### config.mk
export PLATFORM = sky130hd
export DESIGN_NAME = refcpu
export DESIGN_NICKNAME = d
export VERILOG_FILES = /design/src/refcpu_pkg.sv /design/src/fetch.sv /design/src/decode.sv /design/src/execute.sv /design/src/mem_access.sv /design/src/commit.sv /design/src/refcpu.sv
export SDC_FILE = /design/constraint.sdc
export NUM_CORES = 1
export LEC_CHECK = 0
export BUFFER_PORTS_ARGS = -buffer_cell sky130_fd_sc_hd__buf_2
export CORE_MARGIN = 2
export CORE_UTILIZATION = 30
export CTS_CLUSTER_SIZE = 20
export DETAILED_ROUTE_END_ITERATION = 6
export PLACE_DENSITY = 0.42
export SKIP_CTS_REPAIR_TIMING = 1
export SYNTH_ARGS = -nofsm -noshare
export SYNTH_HDL_FRONTEND = slang
export SYNTH_SLANG_ARGS = --single-unit
### constraint.sdc
create_clock -name clk -period 5.1 [get_ports clk]
set_input_delay 1.02 -clock clk [delete_from_list [all_inputs] [get_ports clk]]
set_output_delay 1.02 -clock clk [all_outputs]
set_load 0.005 [all_outputs]
### src/refcpu_pkg.sv
package refcpu_pkg;

    // instruction layout
    // [31:28] opcode, [27:25] rd, [24:22] rs, [21:19] rt, [15:0] imm
    // imm is sign-extended for addi, lw and sw

    // core states, one stage module per state
    typedef enum logic [2:0] {
        st_fetch   = 3'd0,
        st_decode  = 3'd1,
        st_exec    = 3'd2,
        st_mem     = 3'd3,
        st_commit  = 3'd4,
        st_halted  = 3'd5,
        st_unknown = 3'd6
    } state_t;

    // highest valid state, anything above traps
    localparam state_t last_state = st_unknown;

    // opcodes, codes 10 to 15 are undefined
    typedef enum logic [3:0] {
        op_nop  = 4'd0,
        op_add  = 4'd1,
        op_sub  = 4'd2,
        op_and  = 4'd3,
        op_or   = 4'd4,
        op_xor  = 4'd5,
        op_addi = 4'd6,
        op_lw   = 4'd7,
        op_sw   = 4'd8,
        op_halt = 4'd9
    } opcode_t;

    // instruction bus, valid held until data_ok
    typedef struct packed {
        logic        valid;
        logic [31:0] addr;
    } ibus_req_t;

    typedef struct packed {
        logic        data_ok;
        logic [31:0] data;
    } ibus_resp_t;

    // data bus, same handshake for reads and writes
    typedef struct packed {
        logic        valid;
        logic        write;
        logic [31:0] addr;
        logic [31:0] wdata;
    } dbus_req_t;

    typedef struct packed {
        logic        data_ok;
        logic [31:0] data;
    } dbus_resp_t;

    // eight registers, entry zero never written
    typedef logic [7:0][31:0] regfile_t;

    // whole architectural and in-flight state of the core
    typedef struct packed {
        state_t      state;
        logic [31:0] pc;
        logic [31:0] instr;
        opcode_t     op;
        logic [2:0]  rd;
        logic [31:0] rs_val;
        logic [31:0] rt_val;
        logic [31:0] imm;
        logic [31:0] result;
        regfile_t    regs;
    } context_t;

    // clean context that starts fetching at reset_pc
    function automatic context_t reset_context(logic [31:0] reset_pc);
        context_t c;
        c = '0;
        c.state = st_fetch;
        c.pc = reset_pc;
        return c;
    endfunction

endpackage

### src/fetch.sv
`timescale 1ns/1ns

module fetch (
    input  logic                   clk,
    input  refcpu_pkg::context_t   ctx,
    input  refcpu_pkg::ibus_resp_t iresp,
    output refcpu_pkg::context_t   out,
    output refcpu_pkg::ibus_req_t  ireq
);
    import refcpu_pkg::*;

    // read at pc for as long as the core sits in fetch
    always_comb begin
        ireq.valid = (ctx.state == st_fetch);
        ireq.addr = ctx.pc;
    end

    // wait here until the word comes back
    always_comb begin
        out = ctx;
        if (iresp.data_ok) begin
            out.instr = iresp.data;
            out.state = st_decode;
        end
    end

    // address must not move while the request is pending
    property p_addr_stable;
        @(posedge clk) ireq.valid && !iresp.data_ok |=> ireq.valid && $stable(ireq.addr);
    endproperty

    a_addr_stable: assert property (p_addr_stable)
        else $error("fetch address changed while waiting for data_ok");

endmodule

### src/decode.sv
`timescale 1ns/1ns

module decode (
    input  refcpu_pkg::context_t ctx,
    output refcpu_pkg::context_t out
);
    import refcpu_pkg::*;

    opcode_t     op;
    logic [2:0]  rs_idx;
    logic [2:0]  rt_idx;

    // field split
    assign op = opcode_t'(ctx.instr[31:28]);
    assign rs_idx = ctx.instr[24:22];
    assign rt_idx = ctx.instr[21:19];

    always_comb begin
        out = ctx;
        out.op = op;
        out.rd = ctx.instr[27:25];
        // register zero reads as zero
        out.rs_val = (rs_idx == 3'd0) ? 32'd0 : ctx.regs[rs_idx];
        out.rt_val = (rt_idx == 3'd0) ? 32'd0 : ctx.regs[rt_idx];
        out.imm = {{16{ctx.instr[15]}}, ctx.instr[15:0]};
        out.result = '0;

        // pick the path
        case (op)
            op_nop, op_add, op_sub, op_and, op_or, op_xor, op_addi: begin
                out.state = st_exec;
            end
            op_lw, op_sw: begin
                out.state = st_mem;
            end
            op_halt: begin
                out.state = st_halted;
            end
            // undefined opcode traps
            default: begin
                out.state = st_unknown;
            end
        endcase
    end

endmodule

### src/execute.sv
`timescale 1ns/1ns

module execute (
    input  refcpu_pkg::context_t ctx,
    output refcpu_pkg::context_t out
);
    import refcpu_pkg::*;

    logic        alu_op;
    logic [31:0] alu_result;

    // ops that decode routes down this path
    assign alu_op = ctx.op inside {op_nop, op_add, op_sub, op_and, op_or, op_xor, op_addi};

    always_comb begin
        case (ctx.op)
            op_add:  alu_result = ctx.rs_val + ctx.rt_val;
            op_sub:  alu_result = ctx.rs_val - ctx.rt_val;
            op_and:  alu_result = ctx.rs_val & ctx.rt_val;
            op_or:   alu_result = ctx.rs_val | ctx.rt_val;
            op_xor:  alu_result = ctx.rs_val ^ ctx.rt_val;
            // immediate form uses the sign-extended imm
            op_addi: alu_result = ctx.rs_val + ctx.imm;
            // nop lands here, commit drops it
            default: alu_result = '0;
        endcase
    end

    // single cycle, straight on to commit
    always_comb begin
        out = ctx;
        out.result = alu_result;
        out.state = st_commit;
    end

    // decode must never send a memory, halt or bad opcode here
    always_comb begin
        if (ctx.state == st_exec) begin
            a_alu_only: assert #0 (alu_op)
                else $error("execute selected with non-ALU opcode %0d", ctx.op);
        end
    end

endmodule

### src/mem_access.sv
`timescale 1ns/1ns

module mem_access (
    input  logic                   clk,
    input  refcpu_pkg::context_t   ctx,
    input  refcpu_pkg::dbus_resp_t dresp,
    output refcpu_pkg::context_t   out,
    output refcpu_pkg::dbus_req_t  dreq
);
    import refcpu_pkg::*;

    logic [31:0] eff_addr;

    // base plus offset, imm may be negative
    assign eff_addr = ctx.rs_val + ctx.imm;

    // request held while the core sits in mem
    always_comb begin
        dreq.valid = (ctx.state == st_mem);
        dreq.write = (ctx.op == op_sw);
        dreq.addr = eff_addr;
        // store data comes from rt
        dreq.wdata = ctx.rt_val;
    end

    always_comb begin
        out = ctx;
        if (dresp.data_ok) begin
            // load data, ignored by commit for stores
            out.result = dresp.data;
            out.state = st_commit;
        end
    end

    // nothing in the request may change before data_ok
    property p_req_stable;
        @(posedge clk) dreq.valid && !dresp.data_ok |=> dreq.valid && $stable(dreq);
    endproperty

    a_req_stable: assert property (p_req_stable)
        else $error("data request changed while waiting for data_ok");

endmodule

### src/commit.sv
`timescale 1ns/1ns

module commit (
    input  refcpu_pkg::context_t ctx,
    output refcpu_pkg::context_t out
);
    import refcpu_pkg::*;

    logic wr_en;

    // stores and nops leave the register file alone
    // register zero stays zero
    assign wr_en = (ctx.op != op_sw) && (ctx.op != op_nop) && (ctx.rd != 3'd0);

    always_comb begin
        out = ctx;
        if (wr_en) begin
            out.regs[ctx.rd] = ctx.result;
        end
        // no branches, always the next word
        out.pc = ctx.pc + 32'd4;
        out.state = st_fetch;
    end

endmodule

### src/refcpu.sv
`timescale 1ns/1ns

module refcpu #(
    parameter logic [31:0] reset_pc = 32'h0
) (
    input  logic                   clk,
    input  logic                   resetn,
    output refcpu_pkg::ibus_req_t  ireq,
    input  refcpu_pkg::ibus_resp_t iresp,
    output refcpu_pkg::dbus_req_t  dreq,
    input  refcpu_pkg::dbus_resp_t dresp
);
    import refcpu_pkg::*;

    // live context and its copy taken at each commit for debug
    context_t ctx;
    context_t checkpoint;
    context_t new_ctx;

    // per-state proposals and bus requests
    context_t  [last_state:0] out_ctx;
    ibus_req_t [last_state:0] out_ireq;
    dbus_req_t [last_state:0] out_dreq;

    ibus_req_t sel_ireq;
    dbus_req_t sel_dreq;

    fetch fetch_inst (
        .clk   (clk),
        .ctx   (ctx),
        .iresp (iresp),
        .out   (out_ctx[st_fetch]),
        .ireq  (out_ireq[st_fetch])
    );

    decode decode_inst (
        .ctx (ctx),
        .out (out_ctx[st_decode])
    );

    execute execute_inst (
        .ctx (ctx),
        .out (out_ctx[st_exec])
    );

    mem_access mem_access_inst (
        .clk   (clk),
        .ctx   (ctx),
        .dresp (dresp),
        .out   (out_ctx[st_mem]),
        .dreq  (out_dreq[st_mem])
    );

    commit commit_inst (
        .ctx (ctx),
        .out (out_ctx[st_commit])
    );

    // halted and unknown just spin on ctx
    assign out_ctx[st_halted] = ctx;
    assign out_ctx[st_unknown] = ctx;

    // only fetch talks to the ibus and only mem to the dbus
    assign out_ireq[st_decode] = '0;
    assign out_ireq[st_exec] = '0;
    assign out_ireq[st_mem] = '0;
    assign out_ireq[st_commit] = '0;
    assign out_ireq[st_halted] = '0;
    assign out_ireq[st_unknown] = '0;
    assign out_dreq[st_fetch] = '0;
    assign out_dreq[st_decode] = '0;
    assign out_dreq[st_exec] = '0;
    assign out_dreq[st_commit] = '0;
    assign out_dreq[st_halted] = '0;
    assign out_dreq[st_unknown] = '0;

    // dispatch on the current state
    always_comb begin
        if (ctx.state > last_state) begin
            // invalid state traps and goes quiet
            new_ctx = ctx;
            new_ctx.state = st_unknown;
            sel_ireq = '0;
            sel_dreq = '0;
        end else begin
            new_ctx = out_ctx[ctx.state];
            sel_ireq = out_ireq[ctx.state];
            sel_dreq = out_dreq[ctx.state];
            // a stage proposing a bad state also traps
            if (new_ctx.state > last_state) begin
                new_ctx.state = st_unknown;
            end
        end
    end

    // both valids held low for the whole reset
    assign ireq = resetn ? '0 : sel_ireq;
    assign dreq = resetn ? '0 : sel_dreq;

    // resetn is active high
    always_ff @(posedge clk) begin
        if (resetn) begin
            ctx <= reset_context(reset_pc);
            checkpoint <= reset_context(reset_pc);
        end else begin
            ctx <= new_ctx;
            // snapshot after each committed instruction
            if (ctx.state == st_commit) begin
                checkpoint <= new_ctx;
            end
        end
    end

    a_state_valid: assert property (@(posedge clk) disable iff (resetn)
        ctx.state <= last_state)
        else $error("context state %0d out of range", ctx.state);

endmodule

==> flow_metrics.env, run 1 <==
export IMPL_die_w_um=294
export IMPL_grt_max_degree=176
export IMPL_vias=23400
export IMPL_cp_cell_sequence="ha_1 -> fa_1 -> a21o_1 -> a221oi_2 -> o211ai_1 -> buf_4 -> a221oi_4 -> o21ai_1 -> a211oi_1 -> xnor2_1 -> and2_1 -> buf_2"
export IMPL_worstSetupPathType="flop to output pin"
export IMPL_arrival_ns=3.89
export IMPL_combPwrFrac_pct=6.8
export IMPL_powerDensity_mw_per_mm2=266
export IMPL_netlist_instances=3027
export IMPL_cp_slowest_stage_delay_ns=0.40
export IMPL_numCtsBuffers=51
export IMPL_period_share_pct=96.2
export IMPL_layout_nets=3237
export IMPL_grt_pass1_vias=22500
export IMPL_drc=0
export IMPL_dp_hpwl_um=66200
export IMPL_synth_nets=3229
export IMPL_synth_edf_count=0
export IMPL_htreeDepth=2
export IMPL_cp_required_ns=4.08
export IMPL_synth_top_area_share_pct=33.8
export IMPL_slowest_stage="fa_1"
export IMPL_synth_cell_type_count=73
export IMPL_fp_row_count=106
export IMPL_finalCriticalPeriod_ns=4.91
export IMPL_setup_viol=0
export IMPL_insertion_delay_ns=0.62
export IMPL_avgSynthCellArea_um2=8.33
export IMPL_synth_seq_area_share_pct=33.8
export IMPL_slew_viol_final=0
export IMPL_post_drt_wl_per_cell_um=23.5
export IMPL_drive_above_1_share_pct=15.6
export IMPL_fin_tns_setup_ns=0
export IMPL_yosysTopAreaCell="dfxtp_1"
export IMPL_switching_power_mw=1.97
export IMPL_area_growth_pct=13.6
export IMPL_seq_power_share_pct=44.8
export IMPL_gr_total_overflow=0
export IMPL_power_switching_share_pct=25.8
export IMPL_cts_tree="done"
export IMPL_wirelength_um=97500
export IMPL_crit_fanout=4
export IMPL_outcome="completed"
export IMPL_fillerInstances=8614
export IMPL_crit_path_end_kind="output pin"
export IMPL_final_hold_violation_count=0
export IMPL_dr_pass1_iters=5
export IMPL_hold_path_class="flop to flop"
export IMPL_p_leak_nw=10.7
export IMPL_vias_per_cell=5.62
export IMPL_ant_nets=0
export IMPL_dpl_cell_count=4060
export IMPL_ys_flop_type="dfxtp_1"
export IMPL_io_buffers=163
export IMPL_die_h_um=294
export IMPL_gp_congestion=0.899
export IMPL_fin_skew_ns=0.0281
export IMPL_clock_root_buffer="clkbuf_16"
export IMPL_grtUsageTotal_pct=22.0
export IMPL_netlist_area_mm2=0.0252
export IMPL_yosysWarnings=0
export IMPL_p_int_mw=5.65
export IMPL_fmax_ghz=0.204
export IMPL_startpoint_type="flop"
export IMPL_synth_most_common_cell="nor2_1"
export IMPL_ys_ff_latch=426
export IMPL_synth_common_cells="520 x nor2_1, 429 x a22oi_1, 426 x dfxtp_1"
export IMPL_layout_cells_non_filler=4153
export IMPL_tightest_slew_ns=1.21
export IMPL_die_area_mm2=0.0864
export IMPL_clock_path_buffers=3
export IMPL_yosys_top_cells_area="dfxtp_1 34%, a22oi_1 13%, nor2_1 7.7%"
export IMPL_clock_sinks=426
export IMPL_peakVddDrop_mv=0.248
export IMPL_grt_pass1_wl_um=146000
export IMPL_start_util_pct=30.2
export IMPL_io_pins=167
export IMPL_async_flop_share_pct=0
export IMPL_clk_pin_slew_ns=0.06
export IMPL_core_area_mm2=0.0834
export IMPL_cap_violations=0
export IMPL_pwr_share_clk_pct=48.5
export IMPL_antenna_found_initial=1
export IMPL_relSlewSlack_pct=19.1
export IMPL_drt_iter0_markers=1840
logic make-up (layout without fill, tap and decap cells):
kind of cell / count (synthesis) / after routing / synth area share (%)
simple gates: 959 / 959 / 16.7
compound gates: 906 / 906 / 24.5
flops: 426 / 426 / 33.8
buf+inv: 350 / 395 / 5.27
mux: 138 / 138 / 8.97
fa+ha+maj: 134 / 134 / 6.71
xor+xnor: 114 / 114 / 3.96
other cells: 0 / 1 / 0
power by group through the flow:
stage / clock network (mW) / registers [mW] / logic, mW
3_3_place_gp: 0 / 3.48 / 0.516
6_report: 3.69 / 3.41 / 0.516
3_5_place_dp: 0 / 3.48 / 0.519
2_1_floorplan: 0 / 3.43 / 0.333
4_1_cts: 3.79 / 3.41 / 0.520
5_1_grt: 3.92 / 3.41 / 0.555
metal layers:
| layer | track usage (%) | part of all wire (%) |
|---|---|---|
| met1 | 31.4 | 47 |
| met2 | 34.6 | 44 |
| met3 | 3.26 | 6.8 |
| met4 | 5.77 | 2.4 |
| met5 | 0 | 0 |
critical path, delay by kind of cell, from the launching register on:
family | cells | cell delay (ns)
flip-flops | 1 | 0.35
adder cells (fa/ha/maj) | 2 | 0.62
XOR/XNOR | 1 | 0.26
buffers and inverters | 2 | 0.29
AND/OR/NAND/NOR | 1 | 0.18
AO/OA/AOI/OAI | 6 | 1.56
worst paths after layout:
kind / from / end / slack, ns / cells past startpoint
max: flop / dreq[60] / 0.19 / 12
min: flop / flop / 0.45 / 2
max reg2reg: flop / flop / 0.50 / 15
min reg2reg: flop / flop / 0.45 / 2
placed cells by master (no fill, tap or decap), types with 63 or more instances in the layout:
cell / n
nor2_1: 512
mux4_2: 64
nand2_1: 201
xnor2_1: 68
a22oi_1: 428
mux2_2: 63
inv_1: 84
dfxtp_1: 420
ha_1: 132
and2_1: 80
a21oi_1: 128
o21ai_0: 154
buf_2: 162
final cells by class:
class,instances,area (um2),area share (%)
repair buffers,221,1290,4.49
flip-flops and latches,426,8540,29.8
clock inverters,14,213,0.743
multi-input cells,2251,15500,54.0
well taps,1080,1350,4.72
inverters,84,315,1.10
diodes,1,2.50,0.00874
clock buffers,76,1450,5.06
stage by stage:
stage	setup slack, ns	utilization, %	cell area, um2	power [mW]	hold slack (ns)
after global routing	-0.0247	34.3	28600	7.89	0.470
after floorplan	1.09	-	25200	3.77	0.417
after CTS	-0.111	34.3	28600	7.72	0.452
after global placement	0.423	32.3	26900	4.00	0.430
after detailed placement	0.388	32.3	26900	4.00	0.441
final	0.194	34.3	28600	7.62	0.450
(Power assumes the default switching activity.)
==> run 2: changes to the inputs <==
--- a/config.mk
+++ b/config.mk
@@ -5,6 +5,7 @@
 export SDC_FILE = /design/constraint.sdc
 export NUM_CORES = 1
 export LEC_CHECK = 0
+export ABC_AREA = 1
 export BUFFER_PORTS_ARGS = -buffer_cell sky130_fd_sc_hd__buf_2
 export CORE_MARGIN = 2
 export CORE_UTILIZATION = 30
==> run 2 against run 1 <==
Cell count is 39% higher. Sequential share of layout area is 2.5 points lower. Utilization is 0.17 points lower. Worst setup slack better by 0.41 ns. Power is 14% higher. Sequential power hardly changed. Highest routed layer unchanged. First-iteration DRC count is 28% higher. Count of clock-buffer cells in the layout is 2 lower.
==> flow_metrics.env, run 2 <==
export IMPL_fin_tns_setup_ns=0
export IMPL_cp_required_ns=4.08
export IMPL_layout_nets=4748
export IMPL_io_pins=167
export IMPL_gr_total_overflow=0
export IMPL_dpl_cell_count=5677
export IMPL_grtUsageTotal_pct=25.1
export IMPL_io_buffers=163
export IMPL_hold_path_class="flop to flop"
export IMPL_crit_path_end_kind="output pin"
export IMPL_final_hold_violation_count=0
export IMPL_final_common_cell="nand2_1"
export IMPL_clock_sinks=426
export IMPL_crit_fanout=5
export IMPL_powerDensity_mw_per_mm2=278
export IMPL_whs_path_depth=2
export IMPL_slew_viol_final=0
export IMPL_die_w_um=308
export IMPL_ys_ff_latch=426
export IMPL_ys_flop_type="dfxtp_1"
export IMPL_n_antenna_cell=0
export IMPL_period_share_pct=88.2
export IMPL_peakVddDrop_mv=0.254
export IMPL_wirelength_um=122000
export IMPL_async_flop_share_pct=0
export IMPL_die_h_um=308
export IMPL_vias=29200
export IMPL_yosysWarnings=0
export IMPL_antenna_found_initial=0
export IMPL_relSlewSlack_pct=31.0
export IMPL_synth_nets=4712
export IMPL_gp_congestion=0.950
export IMPL_arrival_ns=3.48
export IMPL_final_cell_area_mm2=0.0313
export IMPL_netlist_area_mm2=0.0277
export IMPL_synth_seq_area_share_pct=30.8
export IMPL_setup_viol=0
export IMPL_synth_edf_count=0
export IMPL_place_area_mm2=0.0295
export IMPL_fmax_ghz=0.222
export IMPL_rsz0062_at_grt="false"
export IMPL_avgSynthCellArea_um2=6.14
export IMPL_drt_iter0_markers=2361
export IMPL_clock_root_buffer="clkbuf_16"
export IMPL_tightest_slew_ns=1.02
export IMPL_cap_violations=0
export IMPL_outcome="completed"
export IMPL_drive_above_1_share_pct=8.04
export IMPL_ant_nets=0
export IMPL_clock_path_buffers=3
export IMPL_finalCriticalPeriod_ns=4.50
export IMPL_numCtsBuffers=53
export IMPL_dp_hpwl_um=86700
export IMPL_area_growth_pct=13.0
export IMPL_startpoint_type="flop"
export IMPL_die_area_mm2=0.0947
export IMPL_vias_per_cell=5.06
export IMPL_core_area_mm2=0.0915
export IMPL_fin_skew_ns=0.0261
export IMPL_htreeDepth=2
export IMPL_synth_most_common_cell="nand2_1"
export IMPL_post_drt_wl_per_cell_um=21.1
export IMPL_worstSetupPathType="flop to output pin"
export IMPL_grt_max_degree=150
export IMPL_yosys_top_cells_area="dfxtp_1 31%, nand2_1 20%, a21oi_1 10%"
export IMPL_synth_cell_type_count=52
export IMPL_p_leak_nw=13.2
export IMPL_layout_common_cells="1476 x nand2_1, 577 x a21oi_1, 509 x inv_1"
export IMPL_grt_pass1_wl_um=179000
export IMPL_netlist_instances=4510
export IMPL_reg2reg_depth=23
export IMPL_synth_top_area_share_pct=30.8
export IMPL_insertion_delay_ns=0.62
export IMPL_layout_cells_non_filler=5775
export IMPL_cts_tree="done"
export IMPL_r2r_setup_slack_ns=0.74
export IMPL_drc=0
export IMPL_clk_pin_slew_ns=0.06
export IMPL_synth_common_cells="1477 x nand2_1, 577 x a21oi_1, 511 x inv_1"
export IMPL_start_util_pct=30.2
export IMPL_fp_row_count=111
export IMPL_yosysTopAreaCell="dfxtp_1"
export IMPL_grt_pass1_vias=27300
export IMPL_dr_pass1_iters=6
[run 2: cell types whose count changed after synthesis, sizes merged, moves of 58 or more]
cell    delta
xnor2     -64
clkbuf    -58
nand2   +1283
nand3    +129
mux2      -63
a22oi    -429
and2      -78
a21oi    +449
o21ai    +139
mux4      -64
nor2     -163
inv      +440
[run 2: metrics by stage]
step	hold slack (ns)	total power [mW]	worst slack [ns]	util, %
floorplan	0.410	4.38	1.89	-
global placement	0.420	4.86	0.777	32.2
detailed placement	0.422	4.86	0.692	32.2
CTS	0.432	8.79	0.568	34.2
global route	0.449	9.08	0.294	34.2
finish	0.429	8.68	0.604	34.2
[run 2: logic make-up after synthesis]
logic type / Yosys count / share of synthesized area, %
AND/OR/NAND/NOR: 2097 / 30.6
AO/OA/AOI/OAI: 1042 / 20.3
buffers and inverters: 764 / 10.6
flip-flops: 426 / 30.8
adder cells (fa/ha/maj): 134 / 6.11
XOR/XNOR: 47 / 1.49
[run 2: power breakdown]
part           switching, mW  leakage [nW]  internal, mW  total [mW]
registers             0.0560          3.43          3.36        3.42
logic                   1.02          8.91         0.344        1.37
clock network           1.64         0.874          2.26        3.89
[run 2: worst max path at each step]
stage / slack, ns / endpoint / cells past startpoint / start
floorplan: 1.89 / flop / 25 / flop
global placement: 0.78 / flop / 23 / flop
detailed placement: 0.69 / flop / 23 / flop
CTS: 0.57 / dreq[44] / 9 / flop
global route: 0.29 / flop / 23 / flop
finish: 0.60 / dreq[44] / 9 / flop
[run 2: cell type report]
cell class	instances	area [um2]
Clock inverter	24	228
Sequential cell	426	8540
Multi-Input combinational cell	3320	16200
Fill cell	10200	60300
Tap cell	1186	1480
Inverter	525	1980
Clock buffer	74	1540
Timing Repair Buffer	220	1280
[run 2: per-layer routing]
metal / part of all wire [%] / track usage (%)
met4: 2.8 / 7.25
met1: 45 / 33.5
met2: 47 / 42.2
met3: 4.9 / 3.07
met5: 0 / 0
[run 2: critical path, cell delays in order (launching register included)]
cell and delay, ns:
dfxtp_1 0.57, ha_1 0.37, nand2_1 0.10, inv_1 0.05
a21oi_1 0.34, nand3_1 0.35, xor2_1 0.74, inv_1 0.09
nor2_1 0.11, buf_2 0.12
